<file path="src/hdl/snes_glue_pkg.sv">
// snes memory glue package with widths, load header length, address bases and shared enums
package snes_glue_pkg;

    // memory port and core address widths
    localparam int mem_addr_w  = 23;   // byte address on the memory port
    localparam int rom_addr_w  = 24;
    localparam int wram_addr_w = 17;   // 128KB work RAM
    localparam int vram_addr_w = 15;   // low bits of the 16-bit core VRAM address

    // cartridge image header skipped by the loader
    localparam int header_bytes = 64;
    localparam int header_cnt_w = $clog2(header_bytes);
    localparam logic [header_cnt_w-1:0] header_last = header_cnt_w'(header_bytes - 1);

    // work RAM sits at the top of the memory map
    localparam logic [5:0] wram_base = 6'b111111;

    // memory port select bit
    localparam logic port_rom  = 1'b0;
    localparam logic port_wram = 1'b1;

    // source of the request currently on the memory port
    typedef enum logic [1:0] {
        src_none,
        src_loader,
        src_wram,
        src_rom
    } req_src_e;

    // loader phases
    typedef enum logic [1:0] {
        ld_idle,
        ld_header,     // counting and dropping header bytes
        ld_body,       // image bytes go to memory
        ld_done
    } load_state_e;

endpackage
</file>
<file path="src/hdl/snes_glue_if.sv">
// loader write and memory port request interfaces of the snes memory glue
interface load_wr_if;
    logic [7:0]                          data;     // image byte
    logic [snes_glue_pkg::mem_addr_w-1:0] addr;
    logic                                strobe;   // one cycle pulse writes data to addr
    logic                                active;   // loader in header or body phase

    modport src (output data, output addr, output strobe, output active);
    modport dst (input data, input addr, input strobe, input active);
endinterface

interface mem_req_if;
    logic [snes_glue_pkg::mem_addr_w-1:0] addr;
    logic [15:0]                         din;
    logic [1:0]                          ds;      // byte lanes with bit 1 the high byte
    logic                                port;
    logic                                rd;
    logic                                wr;
    snes_glue_pkg::req_src_e             source;  // trace only

    modport src (
        output addr,
        output din,
        output ds,
        output port,
        output rd,
        output wr,
        output source
    );
endinterface

</file>
<file path="src/hdl/snes_mem_glue.sv">
// snes memory glue top with rom loader, request mux, vram read filter and read lane steering
module snes_mem_glue (
    input  logic                                   resetn,
    input  logic                                   mclk,
    input  logic                                   rom_loading,
    input  logic [7:0]                             rom_byte,
    input  logic                                   rom_byte_valid,
    input  logic                                   mem_busy,
    input  logic                                   frame_pause,
    input  logic                                   sysclkf_ce,
    input  logic                                   sysclkr_ce,
    input  logic                                   rom_ce_n,
    input  logic [snes_glue_pkg::rom_addr_w-1:0]   rom_addr,
    input  logic                                   rom_word,
    input  logic                                   wram_ce_n,
    input  logic                                   wram_rd_n,
    input  logic                                   wram_we_n,
    input  logic [snes_glue_pkg::wram_addr_w-1:0]  wram_addr,
    input  logic [7:0]                             wram_d,
    input  logic                                   vram_oe_n,
    input  logic [15:0]                            vram1_addr,
    input  logic [15:0]                            vram2_addr,
    input  logic                                   aram_ce_n,
    input  logic                                   aram_oe_n,
    input  logic [15:0]                            aram_addr,
    input  logic [15:0]                            mem_port0,
    input  logic [15:0]                            mem_port1,
    input  logic [15:0]                            aram_dout,
    output logic                                   core_resetn,
    output logic                                   enable,
    output logic                                   loaded,
    output logic [snes_glue_pkg::mem_addr_w-1:0]   mem_addr,
    output logic [15:0]                            mem_din,
    output logic [1:0]                             mem_ds,
    output logic                                   mem_port,
    output logic                                   mem_rd,
    output logic                                   mem_wr,
    output logic                                   vram1_rd,
    output logic                                   vram2_rd,
    output logic [15:0]                            rom_q,
    output logic [7:0]                             wram_q,
    output logic [7:0]                             aram_q
);
    logic aram_rd_n;   // audio RAM read when both selects are low

    load_wr_if ld_bus ();
    mem_req_if req_bus ();

    assign aram_rd_n = aram_ce_n | aram_oe_n;

    assign mem_addr = req_bus.addr;
    assign mem_din  = req_bus.din;
    assign mem_ds   = req_bus.ds;
    assign mem_port = req_bus.port;
    assign mem_rd   = req_bus.rd;
    assign mem_wr   = req_bus.wr;

    rom_load_seq u_load (
        .mclk        (mclk),
        .resetn      (resetn),
        .loading     (rom_loading),
        .byte_in     (rom_byte),
        .byte_valid  (rom_byte_valid),
        .wr          (ld_bus.src),
        .loaded      (loaded),
        .core_resetn (core_resetn)
    );

    mem_req_mux u_mux (
        .mclk        (mclk),
        .resetn      (resetn),
        .ld          (ld_bus.dst),
        .loaded      (loaded),
        .mem_busy    (mem_busy),
        .frame_pause (frame_pause),
        .sysclkf_ce  (sysclkf_ce),
        .sysclkr_ce  (sysclkr_ce),
        .rom_ce_n    (rom_ce_n),
        .rom_addr    (rom_addr),
        .wram_ce_n   (wram_ce_n),
        .wram_rd_n   (wram_rd_n),
        .wram_we_n   (wram_we_n),
        .wram_addr   (wram_addr),
        .wram_d      (wram_d),
        .req         (req_bus.src),
        .enable      (enable)
    );

    vram_read_filter u_vram (
        .mclk   (mclk),
        .resetn (resetn),
        .oe_n   (vram_oe_n),
        .addr1  (vram1_addr),
        .addr2  (vram2_addr),
        .rd1    (vram1_rd),
        .rd2    (vram2_rd)
    );

    read_lane_steer u_lanes (
        .mclk       (mclk),
        .port0      (mem_port0),
        .port1      (mem_port1),
        .aram_dout  (aram_dout),
        .rom_addr0  (rom_addr[0]),
        .rom_word   (rom_word),
        .wram_addr0 (wram_addr[0]),
        .aram_rd_n  (aram_rd_n),
        .aram_addr0 (aram_addr[0]),
        .rom_q      (rom_q),
        .wram_q     (wram_q),
        .aram_q     (aram_q)
    );

endmodule

</file>
<file path="src/hdl/read_lane_steer.sv">
// read lane steering with byte swap and byte select of memory read data back to the core
module read_lane_steer (
    input  logic        mclk,
    input  logic [15:0] port0,
    input  logic [15:0] port1,
    input  logic [15:0] aram_dout,
    input  logic        rom_addr0,
    input  logic        rom_word,
    input  logic        wram_addr0,
    input  logic        aram_rd_n,
    input  logic        aram_addr0,
    output logic [15:0] rom_q,
    output logic [7:0]  wram_q,
    output logic [7:0]  aram_q
);
    logic aram_hi;   // byte chosen at the last audio RAM read

    // odd byte access to rom wants its byte on the low lane
    assign rom_q = (rom_word || !rom_addr0) ? port0 : {port0[7:0], port0[15:8]};

    assign wram_q = wram_addr0 ? port1[15:8] : port1[7:0];

    // lane is latched since aram data returns after the read strobe
    always_ff @(posedge mclk) begin
        if (!aram_rd_n)
            aram_hi <= aram_addr0;
    end

    assign aram_q = aram_hi ? aram_dout[15:8] : aram_dout[7:0];

endmodule

</file>
<file path="src/hdl/vram_read_filter.sv">
// vram read filter that drops repeated reads and moves a conflicting port 2 read one cycle later
module vram_read_filter (
    input  logic        mclk,
    input  logic        resetn,
    input  logic        oe_n,
    input  logic [15:0] addr1,
    input  logic [15:0] addr2,
    output logic        rd1,
    output logic        rd2
);
    logic                                  oe_n_q;
    logic [snes_glue_pkg::vram_addr_w-1:0] addr1_q;
    logic [snes_glue_pkg::vram_addr_w-1:0] addr2_q;
    logic                                  new1;
    logic                                  new2;
    logic                                  defer;
    logic                                  defer_q;   // port 2 read owed from last cycle

    // a read is new when oe_n just fell or the address moved
    assign new1 = ~oe_n & (oe_n_q | (addr1_q != addr1[snes_glue_pkg::vram_addr_w-1:0]));
    assign new2 = ~oe_n & (oe_n_q | (addr2_q != addr2[snes_glue_pkg::vram_addr_w-1:0]));

    // port 2 waits a cycle when both ports want different words
    assign defer = new1 & new2 & (addr1 != addr2);

    assign rd1 = new1;
    assign rd2 = (new2 & ~defer) | defer_q;

    always_ff @(posedge mclk) begin
        if (!resetn) begin
            oe_n_q  <= 1'b1;
            defer_q <= 1'b0;
        end else begin
            oe_n_q  <= oe_n;
            defer_q <= defer;
        end
    end

    always_ff @(posedge mclk) begin
        addr1_q <= addr1[snes_glue_pkg::vram_addr_w-1:0];
        addr2_q <= addr2[snes_glue_pkg::vram_addr_w-1:0];
    end

endmodule

</file>
<file path="src/hdl/mem_req_mux.sv">
// memory request mux for run enable, phase strobes and the prioritised single memory port
module mem_req_mux (
    input  logic                                   mclk,
    input  logic                                   resetn,
    load_wr_if.dst                                 ld,
    input  logic                                   loaded,
    input  logic                                   mem_busy,
    input  logic                                   frame_pause,
    input  logic                                   sysclkf_ce,
    input  logic                                   sysclkr_ce,
    input  logic                                   rom_ce_n,
    input  logic [snes_glue_pkg::rom_addr_w-1:0]   rom_addr,
    input  logic                                   wram_ce_n,
    input  logic                                   wram_rd_n,
    input  logic                                   wram_we_n,
    input  logic [snes_glue_pkg::wram_addr_w-1:0]  wram_addr,
    input  logic [7:0]                             wram_d,
    mem_req_if.src                                 req,
    output logic                                   enable
);
    logic f2;           // falling phase of an enabled cycle delayed one mclk
    logic r2;           // rising phase likewise
    logic ld_second;    // second cycle of a loader write
    logic ld_take;
    logic wram_rd;
    logic wram_wr;
    logic wram_sel;
    logic rom_take;

    assign ld_take  = ld.strobe & ld.active;
    assign wram_rd  = ~wram_ce_n & ~wram_rd_n;
    assign wram_wr  = ~wram_ce_n & ~wram_we_n;
    assign wram_sel = wram_rd | wram_wr;
    assign rom_take = ~rom_ce_n & f2;   // rom reads on f cycles

    // enable, phases and the request pulses
    always_ff @(posedge mclk) begin
        if (!resetn) begin
            enable     <= 1'b0;
            f2         <= 1'b0;
            r2         <= 1'b0;
            ld_second  <= 1'b0;
            req.rd     <= 1'b0;
            req.wr     <= 1'b0;
            req.source <= snes_glue_pkg::src_none;
        end else begin
            enable     <= loaded & ~mem_busy & ~frame_pause;
            f2         <= sysclkf_ce & enable;
            r2         <= sysclkr_ce & enable;
            ld_second  <= 1'b0;
            req.rd     <= 1'b0;
            req.wr     <= 1'b0;
            req.source <= snes_glue_pkg::src_none;

            // loader bytes are expected at least two cycles apart
            if (ld_second) begin
                req.wr     <= 1'b1;
                req.source <= snes_glue_pkg::src_loader;
            end else if (ld_take) begin
                req.wr     <= 1'b1;
                req.source <= snes_glue_pkg::src_loader;
                ld_second  <= 1'b1;
            end else if (wram_sel) begin
                if (wram_rd && f2) begin
                    req.rd     <= 1'b1;
                    req.source <= snes_glue_pkg::src_wram;
                end else if (wram_wr && r2) begin
                    req.wr     <= 1'b1;
                    req.source <= snes_glue_pkg::src_wram;
                end
            end else if (rom_take) begin
                req.rd     <= 1'b1;
                req.source <= snes_glue_pkg::src_rom;
            end
        end
    end

    // request payload held through the loader's second write cycle
    always_ff @(posedge mclk) begin
        if (!ld_second) begin
            if (ld_take) begin
                req.addr <= ld.addr;
                req.din  <= {ld.data, ld.data};            // same byte on both lanes
                req.ds   <= {ld.addr[0], ~ld.addr[0]};
                req.port <= snes_glue_pkg::port_rom;
            end else if (wram_sel) begin
                req.addr <= {snes_glue_pkg::wram_base, wram_addr};  // 7E/7F banks
                req.din  <= {wram_d, wram_d};
                req.ds   <= {wram_addr[0], ~wram_addr[0]};
                req.port <= snes_glue_pkg::port_wram;
            end else if (rom_take) begin
                req.addr <= rom_addr[snes_glue_pkg::mem_addr_w-1:0];
                req.ds   <= 2'b11;                          // full word
                req.port <= snes_glue_pkg::port_rom;
            end
        end
    end

endmodule

</file>
<file path="src/hdl/rom_load_seq.sv">
// rom load sequencer that drops the cartridge header and writes the image body bytes
module rom_load_seq (
    input  logic       mclk,
    input  logic       resetn,
    input  logic       loading,
    input  logic [7:0] byte_in,
    input  logic       byte_valid,
    load_wr_if.src     wr,
    output logic       loaded,
    output logic       core_resetn
);
    snes_glue_pkg::load_state_e                state;
    logic                                      loading_q;
    logic [snes_glue_pkg::header_cnt_w-1:0]    hdr_cnt;
    logic [snes_glue_pkg::mem_addr_w-1:0]      load_addr;
    logic                                      load_rise;
    logic                                      load_fall;

    assign load_rise = loading & ~loading_q;
    assign load_fall = ~loading & loading_q;

    // core stays in reset for the whole load
    assign core_resetn = resetn & ~loading;

    assign wr.data   = byte_in;
    assign wr.addr   = load_addr;
    assign wr.strobe = loading & byte_valid & (state == snes_glue_pkg::ld_body);
    assign wr.active = (state == snes_glue_pkg::ld_header) || (state == snes_glue_pkg::ld_body);

    always_ff @(posedge mclk) begin
        if (!resetn) begin
            state     <= snes_glue_pkg::ld_idle;
            loading_q <= 1'b0;
            hdr_cnt   <= '0;
            load_addr <= '0;
            loaded    <= 1'b0;
        end else begin
            loading_q <= loading;
            case (state)
                snes_glue_pkg::ld_idle, snes_glue_pkg::ld_done: begin
                    if (load_rise) begin
                        state      <= snes_glue_pkg::ld_header;
                        load_addr  <= '0;
                        loaded     <= 1'b0;
                        hdr_cnt    <= '0;
                        hdr_cnt[0] <= byte_valid;   // first byte may come with the edge
                    end
                end
                snes_glue_pkg::ld_header: begin
                    if (load_fall) begin
                        state  <= snes_glue_pkg::ld_done;   // short image with header only
                        loaded <= 1'b1;
                    end else if (byte_valid) begin
                        if (hdr_cnt == snes_glue_pkg::header_last)
                            state <= snes_glue_pkg::ld_body;
                        hdr_cnt <= hdr_cnt + 1'b1;
                    end
                end
                snes_glue_pkg::ld_body: begin
                    if (load_fall) begin
                        state  <= snes_glue_pkg::ld_done;
                        loaded <= 1'b1;
                    end else if (wr.strobe) begin
                        load_addr <= load_addr + 1'b1;
                    end
                end
                default: state <= snes_glue_pkg::ld_idle;
            endcase
        end
    end

endmodule

</file>
<file path="config.mk">
export PLATFORM = sky130hd
export DESIGN_NAME = snes_mem_glue
export DESIGN_NICKNAME = d
export VERILOG_FILES = /design/src/hdl/snes_glue_pkg.sv /design/src/hdl/snes_glue_if.sv /design/src/hdl/snes_mem_glue.sv /design/src/hdl/read_lane_steer.sv /design/src/hdl/vram_read_filter.sv /design/src/hdl/mem_req_mux.sv /design/src/hdl/rom_load_seq.sv
export SDC_FILE = /design/constraint.sdc
export NUM_CORES = 1
export LEC_CHECK = 0
export ABC_CLOCK_PERIOD_IN_PS = 3280
export BUFFER_PORTS_ARGS = -buffer_cell sky130_fd_sc_hd__buf_2
export CORE_UTILIZATION = 46
export DETAILED_ROUTE_END_ITERATION = 16
export PLACE_DENSITY = 0.8
export SETUP_SLACK_MARGIN = 0.3
export SYNTH_ARGS = -nofsm -noshare
export SYNTH_HDL_FRONTEND = slang
export SYNTH_SLANG_ARGS = --single-unit
</file>
<file path="constraint.sdc">
create_clock -name mclk -period 3.28 [get_ports mclk]
set_input_delay 0.164 -clock mclk [delete_from_list [all_inputs] [get_ports mclk]]
set_output_delay 0.164 -clock mclk [all_outputs]
set_load 0.02 [all_outputs]
</file>
Yosys cells after proc, flatten, opt, wreduce, memory -nomap -nowiden
Cells that the tools add are included.

word-level totals
  memories = 0
  word-level logic and storage cells = 134
  register bits = 114
  output and inout bits = 81
  latch bits = 0
  input bits = 169
  memory bits (writable) = 0
  memory bits (read-only) = 0

cells by class
  div/mod/pow operators = 0
  $add $sub $neg = 2
  magnitude comparators = 0
  eq/ne operators = 16
  multipliers = 0
  bitwise operators = 37
  reduce and logical (&&, ||, !) cells = 20
  muxes and demuxes = 39
  shifts and indexed selects = 0

operator list
  operator                 number
  $mux W23                 6
  $mux W16                 3
  $pmux W23 S2             1
  $ne A15 B15 Y1           2
  $add A23 B1 Y23 const B  1
  $and A1 B1 Y1            18
  $mux W6                  3
  $mux W2                  8
  $mux W8                  2
  $ne A16 B16 Y1           1
  $not A1 Y1               14
  $mux W1                  13
  $pmux W6 S2              1
  $reduce_and A4 Y1        3
  $ne A2 B1 Y1 const B     4
  $add A6 B1 Y6 const B    1
  $eq A6 B6 Y1 const B     1
  $ne A2 B2 Y1 const B     3
  $ne A3 B2 Y1 const B     2
  $pmux W2 S3              1
  $reduce_and A2 Y1        3
  $reduce_bool A2 Y1       3
  $reduce_or A2 Y1         3
  $or A1 B1 Y1             5
  other kinds (9)          12

Longest topological paths before layout
  depth after elaboration = 8
  mapped depth = 8
  gate-level depth less buffers = 7

Cells and area by module
Synthesis repeated with hierarchy kept, for this count alone.

unflattened totals
  cell total of the unflattened synthesis = 575
  area, all modules = 5766.8 µm²

by module, submodules not included
  module            cells an instance  times used  area each (µm²)  sequential area each (µm²)
  mem_req_mux       201                1           2109.5           1181.1
  rom_load_seq      233                1           1953.1           660.6
  vram_read_filter  100                1           1183.6           640.6
  read_lane_steer   40                 1           514.2            30.0
  snes_mem_glue     1                  1           6.3              0.0

Worst setup path after synthesis
OpenSTA, ideal clock, no wires.

  path kind = reg2reg
  start = register u_load.state[0]
  end = register u_mux.req.addr[0], enable pin
  required time = 2.862 ns
  library setup time = 0.418 ns
  data arrival time = 2.565 ns
  path buffers = 0
  period minus slack after synthesis = 2.983 ns
  stages on the path, launching flop included = 7
  path slack = 0.297 ns
  cells stage by stage = dfxtp_1 > inv_1 > ha_1 > and2b_2 > and3_1 > nor2_1 > a21oi_1

on the way
  word-level cells in the longest chain between the ends = 5

ends and longest elaborated chain
  what                                                        RTL line                                RTL
  start: declaration                                          rom_load_seq.sv:12                      snes_glue_pkg::load_state_e state;
  start signal: assignment                                    rom_load_seq.sv:32                      state <= snes_glue_pkg::ld_idle;
  start signal: assignment                                    rom_load_seq.sv:42                      state <= snes_glue_pkg::ld_header;
  start signal: assignment                                    rom_load_seq.sv:51                      state <= snes_glue_pkg::ld_done;
  $eq A2 B2 Y1 / $eq A2 B1 Y1 (equally long branches)         rom_load_seq.sv:27, rom_load_seq.sv:28
  $and A1 B1 Y1 / $logic_or A1 B1 Y1 (equally long branches)  rom_load_seq.sv:27, rom_load_seq.sv:28
  $and A1 B1 Y1 *                                             mem_req_mux.sv:30                       assign ld_take = ld.strobe & ld.active;
  $reduce_bool A3 Y1 (no source line) *                       n/a
  $reduce_and A2 Y1 (no source line) *                        n/a
  end: declaration                                            snes_glue_if.sv:22                      output addr,

Every way passes the cells marked *; elsewhere a longest branch is shown, timed or not.
A chain may end at the register's enable or synchronous reset.

Worst setup path in the final report
  start = register u_load.state[0]
  end = register u_load.load_addr (netlist bit u_load.wr.addr[22])

on the way
  word-level cells in the longest chain between the ends = 4

ends and longest elaborated chain
  what                                                                        RTL line                                RTL
  $eq A2 B2 Y1, or another cell as far along                                  rom_load_seq.sv:27, rom_load_seq.sv:39
  $and A1 B1 Y1 / $reduce_or A2 Y1 (equally long branches)                    rom_load_seq.sv:27, rom_load_seq.sv:39
  $ne A2 B1 Y1 (no source line) / $reduce_bool A2 Y1 (equally long branches)  n/a
  $reduce_and A4 Y1 (no source line)                                          n/a
  end signal: assignment                                                      rom_load_seq.sv:64                      load_addr <= load_addr + 1'b1;
  end: declaration                                                            rom_load_seq.sv:15                      logic [snes_glue_pkg::mem_addr_w-1:0] load_addr;

Parallel ways exist; a longest one is shown, timed or not.

==> metrics.cfg <==
[power_and_ir_drop]
power_w=0.003178
p_leak_nw=3.116
ir_drop_uv=284.8
powerDensity_mw_per_mm2=460.5

[critical_path]
start_kind=register
worstRegToRegCells=8
required_ps=3580
cp_max_fo=8
critical_path.slowest_cell=or4_1
crit_type=register to register
path_cells=inv_1 > ha_1 > nand2b_4 > a2111oi_4 > buf_4 > nand3_4 > or4_1 > a21oi_1
r2r_setup_slack_ps=900
max_stage_delay_ps=490
r2r-end=u_load.wr.addr[22]$_SDFFE_PN0P_
worstSetupEndpointType=register
timing.rr.start=u_load.state[0]$_SDFFE_PN0P_
cp.arrival_ps=2680

[yosys]
ys_types=52
ys_seq_area_share_pct=48.47
yosys.area.top_type_share_pct=27.86
synthFlopType=dfxtp_1
ys_ff_latch=106
synth.most_common_cell=nand2_1
ys.warnings.count=0
netlist_area_mm2=0.005101
synth_area_leaders=dfxtp_1 28%, edfxtp_1 21%, nand2_1 8.9%, xnor2_1 6.0%, xor2_1 5.8%
synthesis.nets=716
synthArstFlopShare_pct=0
yosysTopAreaCell=dfxtp_1
syn_avg_cell_area_um2=9.394
postSynthCellCount=543
synth_edf_count=35
synth_commonest_cells=121 x nand2_1, 71 x dfxtp_1, 51 x nor2_1, 35 x edfxtp_1, 35 x xnor2_1

[floorplan]
die_h_um=107.3
start_util_pct=47.06
die-area_mm2=0.01151
pin_count=250
core_area_mm2=0.01084
rows=38
fp.dieW_um=107.3

[global_routing]
overflow=0
antenna_found_initial=4
grt_start_max_net_pins=33
grtUsageTotal_pct=25.38
grt_pass1_wl_um=22400
grt_pass1_vias=4918

[hold_path]
hp-start=vram_oe_n
whs_endpoint=u_vram.oe_n_q$_SDFF_PN1_
hold_depth=3
hold_path_class=input port to register

[timing]
holdWs_ps=31.06
hold_violations=0
finalSetupViolations=0
final_max_slew_viol_count=0
tightest_slew_ps=992.0
maxSlewHeadroom_pct=33.73
rsz0062_at_grt=no
fin_crit_sh_pct=72.50
max_freq_mhz=420.5
final.setup.tns_ps=0
clock_skew_ps=15.83
min_period_ps=2378

[placed_design]
dpl.hpwl_um=10470
place_area_mm2=0.006359
io_buffers=233
gp_congestion=0.8166

[final_layout]
nets=970
n_fill_cell=869
synthToLayoutAreaGrowth_pct=35.30
drive_gt1_share_pct=36.16
fin_area_mm2=0.006902

[clock_tree]
postCtsHoldBufs=33
cts_buffer_depth=2
cts_root_buffer=clkbuf_8
cts_tree=built
numCtsBuffers=9
htreeDepth=3
cts_num_sinks=106
cts_setup_buffers=0
cts-resized-gates=0
clkLatencyLatePin_ps=380
clkTransAtPathRegs_ps=100

[status]
status=finished, final reports clean

[routing]
drc_errors=0
vias=4879
wl_per_cell_um=15.67
avgViaCountPerCell=5.158
drt_pass1_iterations=4
postRouteAntennaNets=0
drt_wl_total_um=14820
drtIter0Drc=215

[job]
drv_cap=0

-- flip-flops by register name, summed over array words and instances (netlist names), 2 cells and up --
signal	cells
u_load.wr.addr	23
u_mux.req.din	8
u_load.hdr_cnt	6
u_vram.addr1_q	15
u_vram.addr2_q	15
u_load.state	2
u_mux.req.addr	23
u_mux.req.ds	2
-- how the worst max path moves through the flow --
stage	from	depth (start not counted)	endpoint	slack, ps
after detailed placement	u_load.state[0]$_SDFFE_PN0P_	8	u_load.wr.addr[22]$_SDFFE_PN0P_	950
final	u_load.state[0]$_SDFFE_PN0P_	8	u_load.wr.addr[22]$_SDFFE_PN0P_	900
after floorplan	u_load.state[0]$_SDFFE_PN0P_	6	u_mux.req.addr[0]$_DFFE_PP_	800
after global routing	u_load.state[0]$_SDFFE_PN0P_	8	u_load.wr.addr[22]$_SDFFE_PN0P_	760
after global placement	u_load.state[0]$_SDFFE_PN0P_	8	u_load.wr.addr[22]$_SDFFE_PN0P_	990
after CTS	u_load.state[0]$_SDFFE_PN0P_	8	u_load.wr.addr[22]$_SDFFE_PN0P_	910
-- cells in the final DEF (no fill, tap or decap), drive strengths merged, types with 4 or more instances in the layout --
| cell type | n |
|---|---|
| and4 | 4 |
| a211oi | 4 |
| xor2 | 34 |
| xnor2 | 35 |
| a31oi | 16 |
| inv | 14 |
| nor2b | 4 |
| dlygate4sd3 | 33 |
| clkbuf | 10 |
| o22a | 7 |
| nand3 | 11 |
| ha | 4 |
| o21ai | 5 |
| nand2b | 7 |
| edfxtp | 35 |
| a21boi | 4 |
| a21oi | 10 |
| nor2 | 51 |
| mux2 | 16 |
| dfxtp | 71 |
| nand4 | 21 |
| nand2 | 121 |
| diode | 4 |
| nor4 | 6 |
| buf | 240 |
| and3 | 5 |
-- cell type report --
cell class / instances / area [um^2] / share of cell area, %
inverter: 10 / 37.54 / 0.5439
multi-input combinational: 397 / 2455 / 35.57
clock buffer: 10 / 148.9 / 2.157
sequential: 106 / 2472 / 35.82
antenna: 4 / 10.01 / 0.1450
timing repair buffer: 273 / 1549 / 22.44
tap: 140 / 175.2 / 2.538
clock inverter: 6 / 53.80 / 0.7796
-- through the flow --
stage                     setup slack (ps)  std cells  util [%]
final                                901.9        946     63.67
after global routing                 761.5        946     63.67
after CTS                            910.0        942     63.57
after detailed placement             950.9        893     58.66
after global placement               989.6        893     58.66
after floorplan                      802.6        543         -
-- critical path, delay by kind of cell, from the launching register on --
kind | cells | cell delay, ps
DFF | 1 | 360
adders and majority gates | 1 | 390
buffers and inverters | 2 | 280
AOI/OAI and AO/OA | 2 | 500
and+or+nand+nor | 3 | 800
-- layer usage --
layer  track usage [%]  part of all wire, %
met1             27.10                   39
met5                 0                    0
met4             12.33                  3.8
met2             47.10                   52
met3             5.448                  5.6
-- cells by family after synthesis --
logic type / Yosys count / synth area share [%]
fa+ha+maj: 4 / 0.9812
mux: 16 / 3.532
xor+xnor: 69 / 11.85
compound gates: 61 / 8.928
simple gates: 247 / 22.57
flops: 106 / 48.47
buf+inv: 40 / 3.679
-- power breakdown --
group / total [W] / internal [W] / switching, W
combinational: 0.000854 / 0.000367 / 0.000487
clock: 0.000825 / 0.000339 / 0.000485
sequential: 0.00150 / 0.00146 / 0.0000432
(Power assumes the default switching activity.)
